File: config.mk
export PLATFORM = sky130hd
export DESIGN_NAME = s2_override
export DESIGN_NICKNAME = d
export VERILOG_FILES = /design/src/hw/bp_pkg.sv /design/src/hw/s2_override.sv
export SDC_FILE = /design/constraint.sdc
export NUM_CORES = 1
export LEC_CHECK = 0
export BUFFER_PORTS_ARGS = -buffer_cell sky130_fd_sc_hd__buf_2
export CAP_MARGIN = 20
export CORE_AREA = 2 2 92 94
export DETAILED_ROUTE_END_ITERATION = 8
export DIE_AREA = 0 0 94 96
export GPL_TIMING_DRIVEN = 1
export MAX_ROUTING_LAYER = met4
export PLACE_DENSITY = 0.82
export SLEW_MARGIN = 20
export SYNTH_ARGS = -nofsm -noshare
export SYNTH_HDL_FRONTEND = slang
export SYNTH_SLANG_ARGS = --single-unit
File: constraint.sdc
create_clock -name vclk -period 7.1
set_clock_uncertainty 0.1 [all_clocks]
set_input_delay 2.13 -clock vclk [all_inputs]
set_output_delay 2.13 -clock vclk [all_outputs]
set_load 0.05 [all_outputs]
File: src/hw/bp_pkg.sv
`default_nettype none

package bp_pkg;

    localparam int VADDR_W     = 32;
    localparam int BLOCK_BYTES = 32;
    localparam int INSN_BYTES  = 4;

    localparam logic [VADDR_W-1:0] RESET_PC = 32'h8000_0000;

    // table sizes
    localparam int UBTB_ENTRIES = 16;
    localparam int BTB_ENTRIES  = 64;
    localparam int DIR_ENTRIES  = 256;
    localparam int RAS_DEPTH    = 8;

    // byte position of a branch inside its block
    localparam int OFFSET_W = $clog2(BLOCK_BYTES);

    localparam int UBTB_IDX_W = $clog2(UBTB_ENTRIES);
    localparam int BTB_IDX_W  = $clog2(BTB_ENTRIES);
    localparam int DIR_IDX_W  = $clog2(DIR_ENTRIES);
    localparam int RAS_PTR_W  = $clog2(RAS_DEPTH);

    // everything above index and block offset goes into the tag
    localparam int UBTB_TAG_W = VADDR_W - OFFSET_W - UBTB_IDX_W;
    localparam int BTB_TAG_W  = VADDR_W - OFFSET_W - BTB_IDX_W;

    typedef enum logic [1:0] {
        COND,
        JUMP,
        CALL,
        RET
    } br_type_e;

    typedef struct packed {
        logic                 valid;
        logic [BTB_TAG_W-1:0] tag;
        logic [OFFSET_W-1:0]  offset;
        br_type_e             br_type;
        logic [VADDR_W-1:0]   target;
    } btb_entry_t;

    // one entry for the fetch target queue
    typedef struct packed {
        logic [VADDR_W-1:0]  start;
        logic [VADDR_W-1:0]  target;
        logic                taken;
        logic [OFFSET_W-1:0] offset;
        br_type_e            br_type;
        logic                redirect;
    } bp_pred_t;

    // resolved branch sent back by the queue
    typedef struct packed {
        logic [VADDR_W-1:0]  start;
        logic [OFFSET_W-1:0] offset;
        br_type_e            br_type;
        logic [VADDR_W-1:0]  target;
        logic                taken;
    } bp_update_t;

endpackage

`default_nettype wire

File: src/hw/s2_override.sv
`default_nettype none

module s2_override import bp_pkg::*; (
    input  wire  bp_pred_t      s1_pred_i,
    input  wire  btb_entry_t    entry_i,
    input  wire                 dir_taken_i,
    input  wire  [VADDR_W-1:0]  ras_top_i,
    output bp_pred_t            pred_o,
    output logic                redirect_o
);

    logic [VADDR_W-1:0]   fall_through;
    logic [BTB_TAG_W-1:0] lookup_tag;
    logic                 hit;
    logic                 taken;
    logic [VADDR_W-1:0]   target;

    assign fall_through = s1_pred_i.start + VADDR_W'(BLOCK_BYTES);
    assign lookup_tag   = s1_pred_i.start[VADDR_W-1 -: BTB_TAG_W];
    assign hit          = entry_i.valid && (entry_i.tag == lookup_tag);

    always_comb begin
        taken  = 1'b0;
        target = fall_through;
        if (hit) begin
            case (entry_i.br_type)
                COND: begin
                    taken  = dir_taken_i;
                    target = dir_taken_i ? entry_i.target : fall_through;
                end
                JUMP, CALL: begin
                    taken  = 1'b1;
                    target = entry_i.target;
                end
                RET: begin
                    taken  = 1'b1;
                    target = ras_top_i;
                end
            endcase
        end
    end

    // s2 wins whenever it lands somewhere else
    assign redirect_o = (target != s1_pred_i.target);

    always_comb begin
        pred_o.start    = s1_pred_i.start;
        pred_o.target   = target;
        pred_o.taken    = taken;
        pred_o.offset   = hit ? entry_i.offset : '1;
        pred_o.br_type  = hit ? entry_i.br_type : COND;
        pred_o.redirect = redirect_o;
    end

endmodule

`default_nettype wire

======== Word-level counts from Yosys, hierarchy flattened ========
Index checks and enable logic that the tools add are counted.
storage, ports and cells
  register bits ........................... 0
  word-level logic and storage cells ...... 17
  bits of input ports ..................... 167
  output and inout bits ................... 74
cells by class
  equality and inequality tests ........... 5
  reductions and logical operators ........ 4
  multiplexer cells ....................... 7
  $add $sub $neg .......................... 1
operator list
  operator                 number
  $pmux W32 S3             1
  $mux W32                 2
  $add A32 B6 Y32 const B  1
  $ne A32 B32 Y1           1
  $eq A21 B21 Y1           1
  $mux W5                  1
  $eq A2 B2 Y1 const B     2
  $reduce_or A3 Y1         1
  $eq A2 B1 Y1 const B     1
  $logic_not A2 Y1         1
  $mux W2                  1
  $pmux W1 S2              1
  $reduce_or A2 Y1         1
  $logic_and A1 B1 Y1      1
  $mux W1                  1

======== Longest topological paths before layout ========
  depth after elaboration ................. 5
  gate-level depth with buffers ........... 14
  depth with buffers taken out ............ 11

======== Least setup slack after synthesis ========
OpenSTA, ideal clock, no wires.
  path type ............................... input -> output
  from .................................... input s1_pred_i[57] in the netlist's numbering
  to ...................................... output pred_o[0] in the netlist's numbering
  path buffers ............................ 2
  setup slack ............................. -708 ps
  arrival ................................. 5578 ps
  data required time ...................... 4870 ps
  cell stages on the path ................. 11
  cell sequence ........................... xor2_1 nor4_4 nand4_4 nor2_4 buf_2 nor2_1 a211oi_1 a221oi_1 nand4b_1 or4_1 buf_4
RTL lines
  item                line              source
  start: declaration  s2_override.sv:4  input wire bp_pred_t s1_pred_i,
  end: declaration    s2_override.sv:8  output bp_pred_t pred_o,

==> summary.txt <==
Run status
  – Status: complete, but fails checks
  – Failing checks: negative setup slack

Synth
  – Synthesis warning total: 0
  – Top area cells in the synthesized netlist: xor2_1 8.9%, buf_4 8.4%, nor2_1 5.6%, a221o_1 5.4%, o22ai_1 5.2%
  – Post-synthesis net count: 638
  – Post-synth cell types: 64
  – Count leader, synth: nor2_1
  – Commonest cells post-synth: 47 x nor2_1, 38 x inv_1, 35 x buf_4
  – Largest area contributor in the netlist: xor2_1
  – Post-synthesis instance area: 3130 µm²
  – Share of the synthesized area in the top cell type: just under 9%
  – Mean Syn Cell Area: 6.69 µm²
  – Gate Count Post-Synth: 468
  – Seq/Total Area, Yosys: 0%

GRT
  – Total gr overflow: 0
  – Initial antenna violation count: 0
  – Overall global routing resource usage: roughly two fifths
  – First-pass GRT wire length: between 20 and 30 mm
  – Largest net degree at the start of global routing: 19
  – Number of global-route vias before repair: 5,132

Finish
  – Share of post-route cells with drive strength above 1: approximately 55%
  – FF+latch count: 0
  – Fin nets: 960
  – Fillers: 664
  – Antenna cells: 0
  – Layout area overhead: 81.0%
  – # clk buffers: 0
  – Finished Layout Cells: 893
  – Register Area: 0 µm²

Critical path
  – Most used cell, CP: and4_4
  – Worst Path Required: 4.87 ns
  – Worst setup EP type: output port
  – Startpoint types: primary input
  – Worst stage delay on the critical path: 0.60 ns
  – Arr. time, crit path: 4.98 ns
  – Worst path slowest cell: or4_4
  – Critical path peak fanout: 3
  – Critical path class: primary input to output port
  – Worst path cell trace: buf_2 > xnor2_1 > and4_4 > and4_4 > buf_6 > a31oi_1 > a21boi_2 > a31o_2 > a2111oi_4 > nand4_1 > or4_4 > buf_8

STA
  – Max transition margin: 61.8%
  – Final Cycle Share: 101%
  – Worst slew pin tran: around 0.57 ns
  – Final setup vio count: 2
  – Final Hold Fails: 0
  – Period minus WS final: 7.21 ns
  – Max Fclk: 139 MHz
  – Unrepaired setup endpoints after global routing: yes
  – Sum of negative setup slack: -0.211 ns
  – Fin. max-slew vios: 0
  – Setup ws final: -0.106 ns
  – WHS: roughly 4.5 ns

Power
  – Logic pwr share: 100.0%
  – Peak VDD IR: between 0.04 and 0.05 mV
  – Lkg Pwr: 2.74 nW
  – Sw Share: 59.7%
  – Final Power: between 0.0004 and 0.0005 W
  – Sequential share of power: 0%
  – Sw Pwr: 0.000263 W
  – Clk pwr share: 0%
  – Internal Power: 0.000178 W
  – P per Cell Area: between 70 and 80 nW/µm²

Placed design
  – I/O Buffers: approximately 230
  – Gpl congestion: 1.02
  – Post-DP HPWL: 15.8 mm
  – Dpl cells: 882

Drt
  – Antenna Violating Nets Remaining: 0
  – Drt first pass iters: 5
  – Vias/cell: 6.19
  – Post-Route WL: 19.8 mm
  – # DRC: 0
  – Wirelength per Cell: between 20 and 25 µm
  – Initial DRC Count: 624
  – Vias: 5,529

Die
  – Die ar.: 9020 µm²
  – Die W: 94 µm
  – Rows: 33
  – Io pins: between 200 and 250
  – Die height: 96 µm
  – Core area: 8050 µm²
  – Starting density of the core: 38.9%

Hold path
  – WHS Path Cells: 2
  – Type of the worst min-delay path: primary input to output port

Clocking
  – Post-CTS Hold Fix Bufs: 0

Job
  – Max-Cap Viols: 0
-- layer usage --
| layer | track usage (%) | wire (µm) | vias up |
|---|---|---|---|
| met5 | - | 0 | - |
| met2 | 72.8 | 9410 | 469 |
| met3 | 2.43 | 1880 | 103 |
| met4 | 16.9 | 1190 | 0 |
| li1 | - | - | 2402 |
| met1 | 49.3 | 7370 | 2555 |
-- area by class of cell --
type	count	area, µm²	share of cell area, %
multi-input combinational	376	2940	51.8
inverter	39	146	2.58
tap	105	131	2.32
timing repair buffer	373	2450	43.3
-- path summary, 6_finish.rpt --
kind / from / end / slack (ns)
max: s1_pred_i[54] / pred_o[0] / -0.11
min: s1_pred_i[43] / pred_o[43] / 4.48
-- kinds of logic (layout without fill, tap and decap cells) --
logic type	Yosys count	after routing	share of synthesized area, %
adder cells (fa/ha/maj)	3	3	1.20
buffers and inverters	92	412	16.3
multiplexers	1	1	0.320
AND/OR/NAND/NOR	167	167	30.9
XOR/XNOR	48	48	13.4
AO/OA/AOI/OAI	157	157	37.9
-- through the flow --
| stage | setup WS, ns | util, % | area, µm² |
|---|---|---|---|
| floorplan | -0.138 | - | 3200 |
| finish | -0.106 | 70.4 | 5670 |
| global route | -0.170 | 70.4 | 5670 |
| detailed placement | -0.308 | 63.7 | 5130 |
| CTS | -0.0476 | 68.7 | 5540 |
| global placement | -0.293 | 63.7 | 5130 |
-- layout by cell type, fill, tap and decap left out, types with 12 or more instances in the layout --
| cell | Yosys | layout |
|---|---|---|
| a21oi_1 | 14 | 13 |
| a221o_1 | 17 | 17 |
| a22oi_1 | 20 | 20 |
| buf_2 | 14 | 218 |
| buf_4 | 35 | 124 |
| buf_6 | 2 | 19 |
| inv_1 | 38 | 36 |
| nand2_1 | 29 | 28 |
| nand3_1 | 19 | 18 |
| nand4_1 | 12 | 12 |
| nor2_1 | 47 | 46 |
| o21ai_0 | 22 | 18 |
| o22ai_1 | 26 | 24 |
| xnor2_1 | 16 | 16 |
| xor2_1 | 32 | 22 |
-- timing repair --
item                                    in CTS  in global routing
resized for setup                           67                 27
endpoints found under the setup margin       2                  2
setup buffers                                7                  2
cloned                                       2                  0
pin swaps                                   23                 10
-- critical path, delay by kind of cell --
family / cells / cell delay, ns
simple gates: 4 / 1.32
buf+inv: 3 / 0.41
xor+xnor: 1 / 0.30
compound gates: 4 / 0.81
-- power groups by stage --
stage	registers [W]	clock network, W	logic (W)
detailed placement	0	0	0.000385
finish	0	0	0.000441
global placement	0	0	0.000383
CTS	0	0	0.000414
global route	0	0	0.000456
floorplan	0	0	0.000214
(Power assumes the default switching activity.)
