### src/hw/bp_pkg.sv
`default_nettype none

package bp_pkg;

    localparam int VADDR_W     = 32;
    localparam int BLOCK_BYTES = 32;
    localparam int INSN_BYTES  = 4;

    localparam logic [VADDR_W-1:0] RESET_PC = 32'h8000_0000;

    // table sizes
    localparam int UBTB_ENTRIES = 16;
    localparam int BTB_ENTRIES  = 64;
    localparam int DIR_ENTRIES  = 256;
    localparam int RAS_DEPTH    = 8;

    // byte position of a branch inside its block
    localparam int OFFSET_W = $clog2(BLOCK_BYTES);

    localparam int UBTB_IDX_W = $clog2(UBTB_ENTRIES);
    localparam int BTB_IDX_W  = $clog2(BTB_ENTRIES);
    localparam int DIR_IDX_W  = $clog2(DIR_ENTRIES);
    localparam int RAS_PTR_W  = $clog2(RAS_DEPTH);

    // everything above index and block offset goes into the tag
    localparam int UBTB_TAG_W = VADDR_W - OFFSET_W - UBTB_IDX_W;
    localparam int BTB_TAG_W  = VADDR_W - OFFSET_W - BTB_IDX_W;

    typedef enum logic [1:0] {
        COND,
        JUMP,
        CALL,
        RET
    } br_type_e;

    typedef struct packed {
        logic                 valid;
        logic [BTB_TAG_W-1:0] tag;
        logic [OFFSET_W-1:0]  offset;
        br_type_e             br_type;
        logic [VADDR_W-1:0]   target;
    } btb_entry_t;

    // one entry for the fetch target queue
    typedef struct packed {
        logic [VADDR_W-1:0]  start;
        logic [VADDR_W-1:0]  target;
        logic                taken;
        logic [OFFSET_W-1:0] offset;
        br_type_e            br_type;
        logic                redirect;
    } bp_pred_t;

    // resolved branch sent back by the queue
    typedef struct packed {
        logic [VADDR_W-1:0]  start;
        logic [OFFSET_W-1:0] offset;
        br_type_e            br_type;
        logic [VADDR_W-1:0]  target;
        logic                taken;
    } bp_update_t;

endpackage

`default_nettype wire

### src/hw/return_stack.sv
`default_nettype none

module return_stack import bp_pkg::*; (
    input  wire                 clk,
    input  wire                 rst_i,
    input  wire                 push_i,
    input  wire  [VADDR_W-1:0]  push_addr_i,
    input  wire                 pop_i,
    output logic [VADDR_W-1:0]  top_o
);

    logic [VADDR_W-1:0]   stack_mem [RAS_DEPTH];
    logic [RAS_PTR_W-1:0] ptr_q;
    logic [RAS_PTR_W-1:0] push_ptr;
    logic [RAS_PTR_W-1:0] pop_ptr;

    // pointer wraps, oldest entries get overwritten
    assign push_ptr = ptr_q + RAS_PTR_W'(1);
    assign pop_ptr  = ptr_q - RAS_PTR_W'(1);

    always_ff @(posedge clk) begin
        if (rst_i) begin
            ptr_q <= '0;
        end else if (push_i) begin
            ptr_q <= push_ptr;
        end else if (pop_i) begin
            ptr_q <= pop_ptr;
        end
    end

    always_ff @(posedge clk) begin
        if (push_i) begin
            stack_mem[push_ptr] <= push_addr_i;
        end
    end

    assign top_o = stack_mem[ptr_q];

endmodule

`default_nettype wire

### config.mk
export PLATFORM = sky130hd
export DESIGN_NAME = return_stack
export DESIGN_NICKNAME = d
export VERILOG_FILES = /design/src/hw/bp_pkg.sv /design/src/hw/return_stack.sv
export SDC_FILE = /design/constraint.sdc
export NUM_CORES = 1
export LEC_CHECK = 0
export ABC_CLOCK_PERIOD_IN_PS = 11300
export BUFFER_PORTS_ARGS = -buffer_cell sky130_fd_sc_hd__buf_2
export CORE_MARGIN = 10
export CORE_UTILIZATION = 55
export CTS_BUF_LIST = sky130_fd_sc_hd__clkbuf_16
export DETAILED_ROUTE_END_ITERATION = 7
export GPL_ROUTABILITY_DRIVEN = 0
export PLACE_DENSITY = 0.8
export SLEW_MARGIN = 20
export SYNTH_ARGS = -nofsm -noshare
export SYNTH_HDL_FRONTEND = slang
export SYNTH_SLANG_ARGS = --single-unit
### constraint.sdc
create_clock -name clk -period 11.3 [get_ports clk]
set_input_delay 2.26 -clock clk [delete_from_list [all_inputs] [get_ports clk]]
set_output_delay 2.26 -clock clk [all_outputs]
set_load 0.1 [all_outputs]
# Word level (Yosys, flattened, before mapping)
# Memory sizes are Yosys's and may differ from the RTL's. A register that Yosys moved wholly into a read port is not among the register bits.
# Index checks and enable logic that the tools add are counted.
[totals] mem_count=1 ram_bits=256 out_inout_bits=32 ff_bits=3 word_cells=11
[mem_list] memory="stack_mem" words=8 width=32 rd=1 rd_clocked_by_memory_dff=1 write_ports=1 line="return_stack.sv:12" text="logic [VADDR_W-1:0] stack_mem [RAS_DEPTH];"
[classes] n_addsub=2 n_mux=6 reduce_logical=1
[op_table] op="$mux W3" n=4
[op_table] op="$add A3 B1 Y3 const B" n=1
[op_table] op="$sub A3 B1 Y3 const B" n=1
[op_table] op="$mux W1" n=2
[op_table] op="$reduce_bool A2 Y1" n=1

# Logic depth before layout (Yosys ltp)
[depth] word_depth=5 depth_mapped=5

# Worst setup path after synthesis
# No wires, ideal clock.
[synth_path] path_kind="input-to-reg" startpoint="input port push_i" endpoint="memory stack_mem[0][0], enable pin" slack_ns=6.280 setup_ns=0.461 required_time_ns=10.839 stages=2 t_arrival_ns=4.558 cell_sequence="nand2b_1 > nor3_1"
[synth_via] elab_chain_cells=2
[synth_lines] element="from (decl)" line="return_stack.sv:6" text="input wire push_i,"
[synth_lines] element="$mux W1" line="return_stack.sv:32" text="if (push_i) begin"
[synth_lines] element="$mux W1 (not written as such)" line="return_stack.sv:33" text="stack_mem[push_ptr] <= push_addr_i;"
[synth_lines] element="to (decl)" line="return_stack.sv:12"
# No other way between the ends.

==> flow_metrics.env <==
export IMPL_synth_nets=442
export IMPL_syn_area_per_cell_um2=24.9
export IMPL_synth_seq_cells=262
export IMPL_grt_max_degree=65
export IMPL_track_usage_pct=15.8
export IMPL_netlist_area_leader_share_pct=76.5
export IMPL_yosysSeqAreaShare_pct=77.7
export IMPL_synth_commonest_cells="256 x edfxtp_1, 40 x mux4_1, 32 x mux2_2, 24 x mux4_2, 9 x buf_1"
export IMPL_synth_most_common_cell="edfxtp_1"
export IMPL_endpoint_kind="primary output"
export IMPL_wire_per_inst_um=25.9
export IMPL_grt_overflow=0
export IMPL_holdWs_ns=0.577
export IMPL_synth_edf_count=256
export IMPL_p_int_mw=1.71
export IMPL_synthFlopType="edfxtp_1"
export IMPL_power_switching_mw=0.630
export IMPL_status="finished clean"
export IMPL_grt_pass1_wl_mm=29.2
export IMPL_ys_top_cells_by_area="edfxtp_1 77%, mux4_1 10%, mux4_2 5.4%"
export IMPL_finalPower_mw=2.34
export IMPL_synth_warning_count=0
export IMPL_final_nets=531
export IMPL_slew_violations=0
export IMPL_htree_levels=1
export IMPL_fillers=1147
export IMPL_clock_sinks=262
export IMPL_min_period_ns=5.03
export IMPL_arrival_ns=2.77
export IMPL_async_reset_ff_share_pct=0
export IMPL_rsz0062_at_grt="false"
export IMPL_startpoint_type="flip-flop"
export IMPL_cts_post_setup_buffers_inserted=0
export IMPL_cap_violations=0
export IMPL_period_share_pct=44.5
export IMPL_yosys_area_top_type="edfxtp_1"
export IMPL_clk_latency_ns=0.50
export IMPL_cts_tree="built"
export IMPL_path_max_fanout=33
export IMPL_power_density_nw_per_um2=203
export IMPL_ios=68
export IMPL_grt_pass1_vias=4819
export IMPL_vias_per_cell=5.93
export IMPL_drc=0
export IMPL_p_leak_nw=3.83
export IMPL_cts_root_buf="clkbuf_16"
export IMPL_required_ns=9.04
export IMPL_antenna_found_initial=1
export IMPL_cts_clk_slew_worst_paths_ns=0.06
export IMPL_cts_hold_buf=0
export IMPL_initial_utilization_pct=55.9
export IMPL_clock_path_buffers=3
export IMPL_yosysUniqueCellTypes=22
export IMPL_drtIter0Drc=353
export IMPL_wl_mm=19.2
export IMPL_max_freq_ghz=0.199
export IMPL_syn_area_um2=10000
export IMPL_die_h_um=155
export IMPL_dr_pass1_iters=4
export IMPL_criticalPathCategory="reg -> out"
export IMPL_post_route_util_pct=64.2
export IMPL_finalClockSkew_ns=0.0115
export IMPL_setup_viol=0
export IMPL_layout_drive_gt1_share_pct=35.2
export IMPL_cts_buffers=25
export IMPL_rows=49
export IMPL_synthCells=404
export IMPL_seqPwrFrac_pct=48.9
export IMPL_core_um2=18000
export IMPL_die_w_um=155
export IMPL_vdd_drop_max_mv=0.139
export IMPL_worst_pin_slew_ns=1.02
export IMPL_routed_via_count=4393
export IMPL_cts_resized=0
export IMPL_comb_power_share_pct=16.2
export IMPL_die_area_um2=24100
export IMPL_ant_nets=0
export IMPL_syn2layout_area_growth_pct=14.7
export IMPL_hold_viol=0
export IMPL_hold_path_class="reg -> reg"
export IMPL_swShare_pct=26.9
export IMPL_dp_hpwl_mm=10.8
export IMPL_portBuffers=67
export IMPL_clkPwrFrac_pct=34.9
export IMPL_setup_tns_ns=0
export IMPL_slew_headroom_pct=31.8
-- cell type report --
cell class | count | area (um2) | area share [%]
multi-input cells | 122 | 2150 | 18.7
clock buffers | 25 | 626 | 5.43
inverters | 2 | 7.51 | 0.0651
well taps | 229 | 287 | 2.49
repair buffers | 80 | 453 | 3.93
flip-flops and latches | 262 | 7810 | 67.8
clock inverters | 20 | 185 | 1.61
diodes | 1 | 2.50 | 0.0217
-- placed cells by master (no fill, tap or decap) --
cell type | netlist | routed
mux2_2 | 32 | 32
bufinv_16 | 0 | 4
buf_16 | 0 | 1
buf_2 | 1 | 67
edfxtp_1 | 256 | 256
dfxtp_4 | 0 | 1
nor3b_1 | 1 | 1
xor2_1 | 1 | 1
mux4_1 | 40 | 40
diode_2 | 0 | 1
dfxtp_1 | 6 | 3
nand3_1 | 2 | 2
clkbuf_16 | 0 | 25
xnor2_1 | 2 | 2
nand3b_1 | 1 | 1
clkinv_1 | 0 | 6
nand2_1 | 2 | 2
buf_4 | 0 | 12
nor2_4 | 0 | 2
a21o_1 | 1 | 1
inv_1 | 2 | 8
nand2b_1 | 1 | 1
nor2_1 | 4 | 2
ha_1 | 2 | 2
clkinv_2 | 0 | 4
dfxtp_2 | 0 | 2
nor3_2 | 0 | 6
a21oi_1 | 3 | 3
mux4_2 | 24 | 24
-- registers in the layout, summed over array words and instances (netlist names), named ones only --
name	count
stack_mem	256
ptr_q	3
-- per-layer routing --
| metal | share of wire [%] | global-route usage [%] | vias up | wire length (um) |
|---|---|---|---|---|
| li1 | - | - | 1940 | - |
| met1 | 40 | 20.3 | 2285 | 7640 |
| met2 | 53 | 27.3 | 153 | 10100 |
| met3 | 6.7 | 3.28 | 15 | 1280 |
| met4 | 0.78 | 3.28 | 0 | 150 |
| met5 | 0 | 0 | - | 0 |
-- logic make-up after synthesis --
logic type | Yosys count | synth area share [%]
mux | 96 | 19.4
xor+xnor | 3 | 0.262
fa+ha+maj | 2 | 0.249
buf+inv | 20 | 1.30
compound gates | 4 | 0.224
flops | 262 | 77.7
simple gates | 17 | 0.834
-- worst paths after layout --
kind	start	to	slack, ns	depth (start not counted)
setup / recovery	flip-flop	top_o[17]	6.27	4
hold / removal	ptr_q[1]	flip-flop	0.58	2
setup reg to reg	ptr_q[0]	stack_mem[1][5]	8.48	5
hold reg to reg	ptr_q[1]	flip-flop	0.58	2
-- critical path, stage by stage, from the launching register on --
cell	delay [ns]
dfxtp_4	0.76
buf_16	0.32
mux4_1	0.59
mux2_2	0.29
buf_2	0.30
-- power groups by stage --
stage | Sequential, mW | Combinational [mW] | Clock, mW
detailed placement | 1.16 | 0.383 | 0
CTS | 1.14 | 0.385 | 0.829
floorplan | 1.15 | 0.315 | 0
finish | 1.14 | 0.380 | 0.815
global route | 1.15 | 0.396 | 0.870
global placement | 1.17 | 0.369 | 0
-- metrics by stage --
| stage | worst slack, ns | cells | cell area, um2 |
|---|---|---|---|
| 3_3_place_gp | 6.62 | 694 | 10700 |
| 2_1_floorplan | 6.28 | 404 | 10000 |
| 6_report | 6.27 | 741 | 11500 |
| 3_5_place_dp | 6.74 | 695 | 10700 |
| 4_1_cts | 6.20 | 740 | 11500 |
| 5_1_grt | 6.13 | 740 | 11500 |
No activity file was read; power rests on OpenSTA's default activity.
