### src/hw/bp_pkg.sv
`default_nettype none

package bp_pkg;

    localparam int VADDR_W     = 32;
    localparam int BLOCK_BYTES = 32;
    localparam int INSN_BYTES  = 4;

    localparam logic [VADDR_W-1:0] RESET_PC = 32'h8000_0000;

    // table sizes
    localparam int UBTB_ENTRIES = 16;
    localparam int BTB_ENTRIES  = 64;
    localparam int DIR_ENTRIES  = 256;
    localparam int RAS_DEPTH    = 8;

    // byte position of a branch inside its block
    localparam int OFFSET_W = $clog2(BLOCK_BYTES);

    localparam int UBTB_IDX_W = $clog2(UBTB_ENTRIES);
    localparam int BTB_IDX_W  = $clog2(BTB_ENTRIES);
    localparam int DIR_IDX_W  = $clog2(DIR_ENTRIES);
    localparam int RAS_PTR_W  = $clog2(RAS_DEPTH);

    // everything above index and block offset goes into the tag
    localparam int UBTB_TAG_W = VADDR_W - OFFSET_W - UBTB_IDX_W;
    localparam int BTB_TAG_W  = VADDR_W - OFFSET_W - BTB_IDX_W;

    typedef enum logic [1:0] {
        COND,
        JUMP,
        CALL,
        RET
    } br_type_e;

    typedef struct packed {
        logic                 valid;
        logic [BTB_TAG_W-1:0] tag;
        logic [OFFSET_W-1:0]  offset;
        br_type_e             br_type;
        logic [VADDR_W-1:0]   target;
    } btb_entry_t;

    // one entry for the fetch target queue
    typedef struct packed {
        logic [VADDR_W-1:0]  start;
        logic [VADDR_W-1:0]  target;
        logic                taken;
        logic [OFFSET_W-1:0] offset;
        br_type_e            br_type;
        logic                redirect;
    } bp_pred_t;

    // resolved branch sent back by the queue
    typedef struct packed {
        logic [VADDR_W-1:0]  start;
        logic [OFFSET_W-1:0] offset;
        br_type_e            br_type;
        logic [VADDR_W-1:0]  target;
        logic                taken;
    } bp_update_t;

endpackage

`default_nettype wire

### src/hw/btb.sv
`default_nettype none

module btb import bp_pkg::*; (
    input  wire                 clk,
    input  wire                 rst_i,
    input  wire  [VADDR_W-1:0]  pc_i,
    input  wire                 hold_i,
    output btb_entry_t          entry_o,
    input  wire                 upd_valid_i,
    input  wire  bp_update_t    upd_i
);

    logic [BTB_ENTRIES-1:0] valid_q;
    btb_entry_t             entry_mem [BTB_ENTRIES];

    logic [BTB_IDX_W-1:0]   rd_idx_q;
    logic [BTB_IDX_W-1:0]   wr_idx;
    logic [BTB_TAG_W-1:0]   wr_tag;
    btb_entry_t             wr_entry;

    assign wr_idx = upd_i.start[OFFSET_W +: BTB_IDX_W];
    assign wr_tag = upd_i.start[VADDR_W-1 -: BTB_TAG_W];

    always_comb begin
        wr_entry.valid   = 1'b1;
        wr_entry.tag     = wr_tag;
        wr_entry.offset  = upd_i.offset;
        wr_entry.br_type = upd_i.br_type;
        wr_entry.target  = upd_i.target;
    end

    // read index follows pc unless the pipe is stalled
    always_ff @(posedge clk) begin
        if (rst_i) begin
            rd_idx_q <= '0;
        end else if (!hold_i) begin
            rd_idx_q <= pc_i[OFFSET_W +: BTB_IDX_W];
        end
    end

    always_ff @(posedge clk) begin
        if (rst_i) begin
            valid_q <= '0;
        end else if (upd_valid_i) begin
            valid_q[wr_idx] <= 1'b1;
        end
    end

    // every branch kind is kept here
    always_ff @(posedge clk) begin
        if (upd_valid_i) begin
            entry_mem[wr_idx] <= wr_entry;
        end
    end

    // raw entry, tag checked in s2
    always_comb begin
        entry_o       = entry_mem[rd_idx_q];
        entry_o.valid = valid_q[rd_idx_q];
    end

endmodule

`default_nettype wire

### config.mk
export PLATFORM = sky130hd
export DESIGN_NAME = btb
export DESIGN_NICKNAME = d
export VERILOG_FILES = /design/src/hw/bp_pkg.sv /design/src/hw/btb.sv
export SDC_FILE = /design/constraint.sdc
export NUM_CORES = 2
export LEC_CHECK = 0
export BUFFER_PORTS_ARGS = -buffer_cell sky130_fd_sc_hd__clkbuf_2
export CAP_MARGIN = 20
export CORE_ASPECT_RATIO = 0.8
export CORE_MARGIN = 2
export CORE_UTILIZATION = 45
export CTS_CLUSTER_DIAMETER = 120
export DETAILED_ROUTE_END_ITERATION = 8
export PLACE_DENSITY = 0.62
export SYNTH_ARGS = -nofsm -noshare
export SYNTH_HDL_FRONTEND = slang
export SYNTH_SLANG_ARGS = --single-unit
### constraint.sdc
create_clock -name clk -period 9.4 [get_ports clk]
set_input_delay 0.47 -clock clk [delete_from_list [all_inputs] [get_ports clk]]
set_output_delay 0.47 -clock clk [all_outputs]
set_load 0.005 [all_outputs]
# --- After elaboration in Yosys (flattened, before gate mapping) ---
# Memories as Yosys holds them, arrays and structs flattened. A register that Yosys moved wholly into a read port is not among the register bits.
# Index checks and enable logic that the tools add are counted.
totals:
  ff_bits: 70
  latch_bits: 0
  ramBits: 3840
  rom_bits: 0
  input_bits: 108
  output_inout_bits: 61
  mem_count: 1
op_classes:
  addsub: 0
  n_mul: 0
  div_mod_pow: 0
  magnitude_cmp: 3
  n_eq_ne: 0
  shift: 0
  mux: 8
  bitwise: 1
  reduce_logical: 1
mem_list:
  columns: ["name", "depth", "width", "read_ports", "rd_ports_with_merged_regs", "wr", "line_no", "source"]
  rows:
  - ["entry_mem", 64, 60, 1, 1, 1, "btb.sv:14", "btb_entry_t entry_mem [BTB_ENTRIES];"]
op_table:
  columns: ["operator", "n"]
  rows:
  - ["$or A64 B64 Y64", 1]
  - ["$lt A6 B7 Y1 const B", 2]
  - ["$mux W6", 2]
  - ["$bmux W1 S6", 1]
  - ["$demux W1 S6", 1]
  - ["$ge A6 B1 Y1 const B", 1]
  - ["$mux W1", 4]
  - ["$logic_and A1 B1 Y1", 1]

# --- Depth between registers and ports, before layout ---
logic_depth:
  ltp_word: 5
  depth_mapped: 10
  mapped_depth_nobuf: 5

# --- Least setup slack after synthesis ---
# Ideal clock, no wire load.
synth_path:
  path_type: "input port to flip-flop"
  from: "input upd_valid_i"
  to: "memory entry_mem[48][0] (netlist bit), enable pin"
  setup_time_ns: 0.554
  t_arrival_ns: 5.079
  required_ns: 8.846
  slack_ns: 3.767
  path_stages: 3
  cell_sequence: "nor2b_1 > nand3_1 > nor3_1"
synth_via:
  elab_chain_cells: 2
synth_rtl:
  columns: ["element", "line_no", "source"]
  rows:
  - ["from (decl)", "btb.sv:9", "input wire upd_valid_i,"]
  - ["$mux W1", "btb.sv:51", "if (upd_valid_i) begin"]
  - ["$mux W1 (not written as such)", "btb.sv:52", "entry_mem[wr_idx] <= wr_entry;"]
  - ["to (decl)", "btb.sv:14", null]
# No other way between the ends.

==> flow_summary.ini <==
[outcome]
status = finished, violations left
violations = hold timing

[clock_network]
post_cts_resize_count = 0
clkSinkCount = 3916
cts_buffers = 373
cts-htree-levels = 5
clk_latency_ns = 0.89
clk_pin_slew_worst_paths_ns = 0.06
cts_tree = done
cts-root-buf = clkbuf_16
clockBufferDepth = 4

[synth]
ys_types = 42
syn_area_mm2 = 0.1492
ys_ff_latch = 3916
synth_warnings = 0
syn_area_per_cell_um2 = 22.38
netlist_instances = 6665
syn_nets = 6773
synth-seq-area-share = 0.7833

[grt]
grt_pass1_vias = 72413
grt-ovfl-total = 0
antenna_found_initial = 33
grt_max_degree = 146
grt_first_pass_wirelength_mm = 563.3
grt_use_total = 0.2388

[route]
antenna_left = 0
drt-total-wl_mm = 405.8
drc_errors = 0
vias = 73590
vias_per_cell = 6.230
drt_pass1_iterations = 6
drtIter0Drc = 11506
wire_per_inst_um = 34.35

[worst_setup_path]
crit_type = flop to output port
path_cells = buf_4 -> buf_4 -> buf_4 -> mux2i_1 -> o221ai_1 -> o22a_1 -> o21ai_0 -> a21oi_1 -> clkbuf_2
path_common_cell = buf_4
critPathArrivalTime_ns = 5.10
reg2reg_slack_ns = 7.98
required_ns = 8.93
crit_end = entry_o[15]
cpMaxStageDelayCell = buf_4
cp_top_family = buffers and inverters
critical_path.endpoint_type = output port
startpoint_type = flop
cp_max_fo = 37
r2r_cells = 2
cp_num_buf_inv = 4
cp_num_cells = 9
r2r-start = rd_idx_q[1]
slowest_delay_ns = 0.71

[sta]
hold_ws_ns = -0.01334
hold_viol = 10
fin_skew_ns = 0.0009746
finalCriticalPeriod_ns = 5.569
grt_setup_unrepaired = no
maxSlewViolCount = 0
setup_ws_ns = 3.831
timing.slew.headroom = 0.1488
max_freq_mhz = 179.6
tns_ns = 0
fin_crit_sh = 0.5925
setup_viol = 0
worstMarginPinSlew_ns = 1.277

[layout]
finish.net_count = 7223
final_common_cell = edfxtp_1
drive_gt1_frac = 0.2579
final_util = 0.5127
nFillCells = 25569
synthToLayoutAreaGrowth_pct = 13.64
final_cell_mix = 3840 x edfxtp_1, 854 x mux4_2, 477 x mux2i_1, 381 x clkbuf_16, 218 x a22oi_1

[job]
maxCapViolations = 0

[worst_hold_path]
hold_path.class = input port to flop

[placement]
post-dp-hpwl_mm = 216.3
pre_cts_slack_ns = 4.605
portBuffers = 136
place_congestion = 0.7693

[power]
power_density_mw_per_mm2 = 213.7
power.leakage_nw = 51.72
ir_drop_mv = 0.1631

[floorplanning]
fp-row-count = 189
start_util = 0.4512
core-area_mm2 = 0.3306
io_pins = 169
die_area_mm2 = 0.3361
dieHeight_um = 519.0
dieWidth_um = 647.7
## worst min-delay path by stage
stage                            from  depth (start not counted)  slack [ns]                 to
after floorplan           valid_q[12]                          2        0.43        valid_q[12]
after global placement    valid_q[54]                          2        0.45        valid_q[54]
after detailed placement  valid_q[34]                          2        0.46        valid_q[34]
after CTS                      hold_i                          3        0.06               flop
after global routing        upd_i[63]                          1       0.003   entry_mem[3][51]
final                       upd_i[19]                          1       -0.01  entry_mem[45][18]
## per-layer routing
metal	vias up	wire length, µm	global-route usage
li1	29193	-	-
met1	39944	169700	0.3609
met2	3802	185600	0.3620
met3	635	38430	0.03786
met4	16	11950	0.06782
met5	-	92	0
## stage by stage
step / instances / area (µm²) / total power [mW]
6_report: 11812 / 169500 / 36.22
5_1_grt: 11804 / 169500 / 37.17
4_1_cts: 11706 / 168000 / 36.36
3_5_place_dp: 11033 / 155900 / 21.57
3_3_place_gp: 11025 / 155800 / 21.52
2_1_floorplan: 6665 / 149200 / 20.74
## registers in the layout, indices dropped and copies added, names as in the netlist, named ones only
| register | count |
|---|---|
| entry_mem | 3840 |
| rd_idx_q | 6 |
| valid_q | 64 |
## synth_stat cells, drive strengths merged
master	n	area share
nor3	14	0.00050
a21oi	33	0.0011
mux2	38	0.0029
dfxtp	76	0.010
mux4	854	0.13
nand3	91	0.0031
edfxtp	3840	0.77
a211oi	27	0.0014
o32ai	1	0.000059
o21ai	55	0.0018
a211o	1	0.000059
mux2i	477	0.032
o21ba	4	0.00027
and3	10	0.00042
a21o	25	0.0013
or3	1	0.000042
nand2b	7	0.00029
a22o	2	0.00012
o22a	10	0.00059
buf	230	0.0088
nand4	3	0.00013
a2bb2oi	26	0.0015
o22ai	35	0.0015
o211ai	2	0.00010
and2	6	0.00025
a22oi	218	0.011
o2111ai	33	0.0019
or2	2	0.000084
clkbuf	146	0.0037
nand3b	1	0.000050
a31oi	6	0.00025
o221ai	70	0.0041
inv	2	0.000050
nor2b	27	0.0011
nand2	81	0.0020
nor2	211	0.0053
## report_power, final
group / leakage [nW] / total, mW / internal [mW] / switching, mW
Clock: 5.84 / 15.0 / 8.57 / 6.41
Sequential: 35.2 / 19.3 / 19.3 / 0.0455
Combinational: 10.7 / 1.91 / 0.737 / 1.17
Total: 51.7 / 36.2 / 28.6 / 7.63
## cell families (layout without fill, tap and decap cells)
family          count (synthesis)  after routing  synth area share
other cells                     0             12                 0
flops                        3916           3916            0.7833
compound gates                548            548           0.02703
simple gates                  454            454           0.01330
mux                          1369           1369            0.1638
buf+inv                       378           1120           0.01257
## repair_timing
action	4_1_cts	5_1_grt
endpoints found under the hold margin	12	254
setup buffers	0	0
hold buffers	6	37
endpoints found under the setup margin	0	0
## final cells by class
cell class / instances / area [µm²] / area share
clock inverters: 211 / 2150 / 0.01268
multi-input cells: 2371 / 31010 / 0.1830
repair buffers: 451 / 4103 / 0.02420
inverters: 2 / 15.01 / 0.00008858
clock buffers: 456 / 9846 / 0.05808
diodes: 12 / 30.03 / 0.0001772
flip-flops and latches: 3916 / 116900 / 0.6894
well taps: 4393 / 5497 / 0.03243
## worst reg2reg max path: cells and delay by family, from the launching register on
kind             cells  cell delay, ns
multiplexers         1            0.18
AND/OR/NAND/NOR      1            0.19
flip-flops           1            0.97
Note: power is estimated with default switching activity, not from simulation.
