$ cat config.mk
export PLATFORM = sky130hd
export DESIGN_NAME = micro_btb
export DESIGN_NICKNAME = d
export VERILOG_FILES = /design/src/hw/bp_pkg.sv /design/src/hw/micro_btb.sv
export SDC_FILE = /design/constraint.sdc
export NUM_CORES = 1
export LEC_CHECK = 0
export ABC_AREA = 1
export BUFFER_PORTS_ARGS = -buffer_cell sky130_fd_sc_hd__buf_4
export CAP_MARGIN = 25
export CORE_ASPECT_RATIO = 0.8
export CORE_MARGIN = 2
export CORE_UTILIZATION = 50
export CTS_BUF_LIST = sky130_fd_sc_hd__clkbuf_4 sky130_fd_sc_hd__clkbuf_8
export DETAILED_ROUTE_END_ITERATION = 8
export PLACE_DENSITY = 0.67
export SETUP_SLACK_MARGIN = 0.5
export SLEW_MARGIN = 30
export SYNTH_ARGS = -nofsm -noshare
export SYNTH_HDL_FRONTEND = slang
export SYNTH_SLANG_ARGS = --single-unit
$ cat constraint.sdc
create_clock -name clk -period 5.02 [get_ports clk]
set_input_delay 0.251 -clock clk [delete_from_list [all_inputs] [get_ports clk]]
set_output_delay 0.251 -clock clk [all_outputs]
set_load 0.02 [all_outputs]
$ cat src/hw/bp_pkg.sv
`default_nettype none

package bp_pkg;

    localparam int VADDR_W     = 32;
    localparam int BLOCK_BYTES = 32;
    localparam int INSN_BYTES  = 4;

    localparam logic [VADDR_W-1:0] RESET_PC = 32'h8000_0000;

    // table sizes
    localparam int UBTB_ENTRIES = 16;
    localparam int BTB_ENTRIES  = 64;
    localparam int DIR_ENTRIES  = 256;
    localparam int RAS_DEPTH    = 8;

    // byte position of a branch inside its block
    localparam int OFFSET_W = $clog2(BLOCK_BYTES);

    localparam int UBTB_IDX_W = $clog2(UBTB_ENTRIES);
    localparam int BTB_IDX_W  = $clog2(BTB_ENTRIES);
    localparam int DIR_IDX_W  = $clog2(DIR_ENTRIES);
    localparam int RAS_PTR_W  = $clog2(RAS_DEPTH);

    // everything above index and block offset goes into the tag
    localparam int UBTB_TAG_W = VADDR_W - OFFSET_W - UBTB_IDX_W;
    localparam int BTB_TAG_W  = VADDR_W - OFFSET_W - BTB_IDX_W;

    typedef enum logic [1:0] {
        COND,
        JUMP,
        CALL,
        RET
    } br_type_e;

    typedef struct packed {
        logic                 valid;
        logic [BTB_TAG_W-1:0] tag;
        logic [OFFSET_W-1:0]  offset;
        br_type_e             br_type;
        logic [VADDR_W-1:0]   target;
    } btb_entry_t;

    // one entry for the fetch target queue
    typedef struct packed {
        logic [VADDR_W-1:0]  start;
        logic [VADDR_W-1:0]  target;
        logic                taken;
        logic [OFFSET_W-1:0] offset;
        br_type_e            br_type;
        logic                redirect;
    } bp_pred_t;

    // resolved branch sent back by the queue
    typedef struct packed {
        logic [VADDR_W-1:0]  start;
        logic [OFFSET_W-1:0] offset;
        br_type_e            br_type;
        logic [VADDR_W-1:0]  target;
        logic                taken;
    } bp_update_t;

endpackage

`default_nettype wire

$ cat src/hw/micro_btb.sv
`default_nettype none

module micro_btb import bp_pkg::*; (
    input  wire                     clk,
    input  wire                     rst_i,
    input  wire  [VADDR_W-1:0]      pc_i,
    output logic                    hit_o,
    output logic [VADDR_W-1:0]      target_o,
    output logic [OFFSET_W-1:0]     offset_o,
    output br_type_e                type_o,
    input  wire                     upd_valid_i,
    input  wire  bp_update_t        upd_i
);

    logic [UBTB_ENTRIES-1:0] valid_q;
    logic [UBTB_TAG_W-1:0]   tag_mem    [UBTB_ENTRIES];
    logic [OFFSET_W-1:0]     offset_mem [UBTB_ENTRIES];
    br_type_e                type_mem   [UBTB_ENTRIES];
    logic [VADDR_W-1:0]      target_mem [UBTB_ENTRIES];

    logic [UBTB_IDX_W-1:0]   rd_idx;
    logic [UBTB_TAG_W-1:0]   rd_tag;
    logic [UBTB_IDX_W-1:0]   wr_idx;
    logic [UBTB_TAG_W-1:0]   wr_tag;
    logic                    wr_en;

    assign rd_idx = pc_i[OFFSET_W +: UBTB_IDX_W];
    assign rd_tag = pc_i[VADDR_W-1 -: UBTB_TAG_W];
    assign wr_idx = upd_i.start[OFFSET_W +: UBTB_IDX_W];
    assign wr_tag = upd_i.start[VADDR_W-1 -: UBTB_TAG_W];

    // only unconditional direct branches, s2 covers the rest
    assign wr_en = upd_valid_i && (upd_i.br_type == JUMP || upd_i.br_type == CALL);

    always_ff @(posedge clk) begin
        if (rst_i) begin
            valid_q <= '0;
        end else if (wr_en) begin
            valid_q[wr_idx] <= 1'b1;
        end
    end

    always_ff @(posedge clk) begin
        if (wr_en) begin
            tag_mem[wr_idx]    <= wr_tag;
            offset_mem[wr_idx] <= upd_i.offset;
            type_mem[wr_idx]   <= upd_i.br_type;
            target_mem[wr_idx] <= upd_i.target;
        end
    end

    // same-cycle lookup
    assign hit_o    = valid_q[rd_idx] && (tag_mem[rd_idx] == rd_tag);
    assign target_o = target_mem[rd_idx];
    assign offset_o = offset_mem[rd_idx];
    assign type_o   = type_mem[rd_idx];

endmodule

`default_nettype wire

# --- After elaboration in Yosys (flattened, before gate mapping) ---
# Memories as Yosys holds them, arrays and structs flattened.
# Cells that the tools add are included.
totals:
  register_bits: 16
  ramBits: 992
  input_bits: 107
  word_cells: 22
  mem_count: 4
classes:
  n_lt_le_gt_ge: 3
  eq_ne: 3
  n_mux: 6
  bitwise_logic: 1
  n_reduce_logical: 4
mem_list:
  columns: ["memory", "words", "word_bits", "rd", "rd_ports_with_merged_regs", "write_ports", "line", "source"]
  rows:
  - ["target_mem", 16, 32, 1, 0, 1, "micro_btb.sv:19", "logic [VADDR_W-1:0] target_mem [UBTB_ENTRIES];"]
  - ["tag_mem", 16, 23, 1, 0, 1, "micro_btb.sv:16", "logic [UBTB_TAG_W-1:0] tag_mem [UBTB_ENTRIES];"]
  - ["offset_mem", 16, 5, 1, 0, 1, "micro_btb.sv:17", "logic [OFFSET_W-1:0] offset_mem [UBTB_ENTRIES];"]
  - ["type_mem", 16, 2, 1, 0, 1, "micro_btb.sv:18", "br_type_e type_mem [UBTB_ENTRIES];"]
ops:
  columns: ["operator", "n"]
  rows:
  - ["equality test 23 bit", 1]
  - ["OR 16 bit", 1]
  - ["< comparator 4 x 5 -> 1 bit, second input constant", 2]
  - ["binary-select mux 1 bit (select 4 bit)", 1]
  - ["demux 1 bit (select 4 bit)", 1]
  - [">= comparator 4 x 1 -> 1 bit, second input constant", 1]
  - ["2-to-1 mux 1 bit", 4]
  - ["logical AND 1 bit", 3]
  - ["equality test 2 x 1 -> 1 bit, second input constant", 1]
  - ["equality test 2 bit, second input constant", 1]
  - ["logical OR 1 bit", 1]

# --- Logic depth before layout (Yosys ltp) ---
logic_depth:
  word_depth: 5
  ltp_mapped: 16
  mapped_depth_nobuf: 14

# --- Worst setup path before layout ---
# OpenSTA, ideal clock, no wires.
synth_path:
  kind: "input-to-reg"
  start: "input port upd_i[33] in the netlist's numbering"
  end: "memory offset_mem[12][0] in the netlist's numbering (enable)"
  setup_ns: 0.484
  arrival_time_ns: 3.303
  t_required_ns: 4.536
  path_slack_ns: 1.233
  path_stages: 5
  path_buffers: 0
  path_cell_list: "nand2_1 nand2_1 nor2_1 nand3_1 nor2_1"
synth_via:
  elab_chain_cells: 5
  elab_cells_between_ends: 6
synth_lines:
  columns: ["element", "line", "source"]
  rows:
  - ["from (decl)", "micro_btb.sv:12", "input wire bp_update_t upd_i"]
  - ["equality test 2 x 1 -> 1 bit or equality test 2 bit (tied branches)", "micro_btb.sv:33", "assign wr_en = upd_valid_i && (upd_i.br_type == JUMP || upd_i.br_type == CALL);"]
  - ["logical OR 1 bit *", "micro_btb.sv:33", null]
  - ["logical AND 1 bit *", "micro_btb.sv:33", null]
  - ["2-to-1 mux 1 bit *", "micro_btb.sv:44", "if (wr_en) begin"]
  - ["2-to-1 mux 1 bit (not written as such) *", "micro_btb.sv:46", "offset_mem[wr_idx] <= upd_i.offset;"]
  - ["to (decl)", "micro_btb.sv:17", null]
# Mark *: on every way between the ends. The rest lies on a longest branch, timed or not.

# --- Worst setup path in the final report ---
layout_path:
  start: "input port pc_i[5]"
  end: "output port type_o[1]"
layout_via:
  elab_chain_cells: 1
layout_lines:
  columns: ["element", "line", "source"]
  rows:
  - ["from (decl)", "micro_btb.sv:6", "input wire [VADDR_W-1:0] pc_i,"]
  - ["memory (16 x 2 bit)", null, null]
  - ["to (decl)", "micro_btb.sv:10", "output br_type_e type_o,"]
# No other way between the ends.

==> impl_metrics.ini <==
[setup_path]
crit_arrival_ns = 3.13
cp-start-kind = input pin
critPathBufInv = 4
path_common_cell = buf_4
slowest_stage = buf_4
path_max_fanout = 264
critPathKind = input pin to output port
cpPeakStageDelay_ns = 0.79
critPathTopFamily = buffers and inverters
cp_cell_sequence = buf_8, inv_16, buf_4, o21ai_0, o221ai_1, nand3_1, nand2_1, buf_4
worstPathRequired_ns = 4.77
cp-end-kind = output port

[clock_tree]
cts_buffers = 155
cts-root-buf = clkbuf_8
clk_latency_ns = 0.78
cts_buffer_depth = 3
htreeDepth = 4
cts_tree = built
numClockSinks = 1008
clkTransAtPathRegs_ns = 0.06

[sta]
hold_violations = 0
setup_viol = 0
min_period_ns = 3.38
tns_ns = 0
finalMaxSlewViolations = 0
fin_skew_ns = 0
maxSlewHeadroom = 0.319
rsz0062_at_grt = false
finalCritPeriodShare = 0.674
worst_pin_slew_ns = 1.02
max_freq_mhz = 296

[global_route]
grt_first_pass_wirelength_um = 148000
antenna_found_initial = 8
grt_overflow = 0
grt_max_degree = 265
grt_pass1_vias = 24507
grt_use_total = 0.237

[logic_synthesis]
synth.top_cells.by_count = 992 x edfxtp_1, 513 x nand2_1, 470 x nor2_1, 346 x o21ai_0, 281 x nand3_1
synth_area_um2 = 40400
syn_inst = 3233
synth_xor_area_frac = 0
synth_fa_ha_area_frac = 0
synth_top_family_by_area = simple AND/OR/NAND/NOR gates
synth-simple-area-share = 0.127
ys_warn_count = 0
muxShareOfSynthArea = 0
synth_edf_count = 992
synth_top_area_cell = edfxtp_1
yosysMostFrequentCell = edfxtp_1
ys_top_cells_by_area = edfxtp_1 74%, nand2_1 4.8%, nor2_1 4.4%, o21ai_0 4.3%, nand3_1 3.5%
synth-seq-area-share = 0.745
ys_types = 22
syn-num-nets = 3340
synth_ff_type = edfxtp_1
synth_compound_area_frac = 0.0857
syn_avg_cell_area_um2 = 12.5
synth_top_area_frac = 0.737
async_flop_share = 0
synth-seq-cells = 1008

[pwr]
p_per_area_nw_per_um2 = 370
p_sw_frac = 0.230
p_switching_mw = 3.91
seqPwrFrac = 0.553
power_mw = 17.0
p_leak_nw = 16.2
combPwrFrac = 0.067
vdd_ir_drop_max_uv = 245
intPower_mw = 13.1
clockPowerShare = 0.380

[run]
maxCapViolCount = 0

[drt]
drc_errors = 0
detail_route.first_pass.iterations = 6
wl_per_cell_um = 21.6
wl_met1_um = 42700
route.met3.wl_um = 7230
vias = 25787
top_layer = met5
ant_nets = 0
viasPerCell = 5.62
met2_length_um = 47200
totalWireLength_um = 99100
drtIter0Drc = 2774

[hold_path]
hold_path.class = input pin to flop

[floorplan]
core_um2 = 80300
pin_count = 147
die_h_um = 258
num_rows = 93
fp.dieArea_um2 = 83200
die_x_um = 322
initial_utilization = 0.504

[place]
dp_cells = 4247
hpwlAfterDp_um = 46900
place_congestion = 0.751
port-buffer-count = 135
place_area_um2 = 42400

[layout]
final_area_um2 = 46000
fin_cells = 4587
drive_gt1_frac = 0.124
fillers = 6456
syn2layout_area_growth_pct = 13.7
fin_nets = 3530

[outcome]
status = finished, final reports clean
## per-stage QoR
stage	setup WS, ns	hold WS [ns]	utilization
6_report	1.64	0.144	0.572
4_1_cts	1.75	0.0964	0.572
2_1_floorplan	1.23	0.350	-
3_3_place_gp	1.75	0.444	0.527
3_5_place_dp	1.74	0.456	0.528
5_1_grt	1.55	0.153	0.572
## power by group through the flow
stage	Sequential, mW	Combinational [mW]	Clock (mW)
6_report	9.39	1.14	6.46
5_1_grt	9.39	1.25	6.92
4_1_cts	9.39	1.14	6.56
3_5_place_dp	9.56	1.09	0
3_3_place_gp	9.56	1.07	0
2_1_floorplan	9.57	0.639	0
## path summary, 6_finish.rpt
check	start	cells past startpoint	end	slack, ns
setup / recovery	pc_i[5]	8	type_o[1]	1.64
hold / removal	upd_i[46]	4	target_mem[5][13]	0.14
setup reg to reg	valid_q[7]	2	valid_q[7]	4.44
hold reg to reg	valid_q[3]	2	valid_q[3]	0.47
## metal layers
metal | global-route usage | vias to the layer above
met4 | 0.0715 | 10
met5 | 0 | -
met2 | 0.378 | 996
met1 | 0.334 | 12599
li1 | - | 12021
met3 | 0.0425 | 161
## repair_timing
item | in CTS | in global routing
hold buffers | 63 | 0
hold endpoints to repair | 1008 | 0
resized for setup | 0 | 0
setup buffers | 0 | 0
## cells by family (layout without fill, tap and decap cells)
family                 after synthesis  count (layout)
DFF                               1008            1008
other                                0               3
AOI/OAI and AO/OA                  568             568
and+or+nand+nor                   1267            1267
buffers and inverters              390             696
## layout make-up
cell class	count	area (um^2)	area share
Clock inverter	59	344	0.00749
Multi-Input combinational cell	1835	8700	0.189
Inverter	180	704	0.0153
Antenna cell	3	7.51	0.000163
Sequential cell	1008	30100	0.655
Clock buffer	214	2590	0.0563
Tap cell	1045	1310	0.0284
Timing Repair Buffer	243	2210	0.0480
## state kept, by name, summed over array words and instances (netlist names)
| name | flops |
|---|---|
| target_mem | 512 |
| tag_mem | 368 |
| offset_mem | 80 |
| type_mem | 32 |
| valid_q | 16 |
## cell usage in the layout, fill, tap and decap left out, types with 63 or more instances in the layout
| master | synthesis | layout |
|---|---|---|
| edfxtp_1 | 992 | 992 |
| nand2_1 | 513 | 513 |
| nor2_1 | 470 | 454 |
| o21ai_0 | 346 | 346 |
| nand3_1 | 281 | 281 |
| inv_1 | 177 | 176 |
| buf_4 | 19 | 161 |
| clkbuf_8 | 0 | 158 |
| o221ai_1 | 129 | 129 |
| dlygate4sd3_1 | 0 | 63 |
## worst reg2reg max path, stage by stage, from the launching register on
cell and delay (ns):
dfxtp_1 0.30, nor2_1 0.11, nor2_1 0.05
Note: power is estimated with default switching activity, not from simulation.
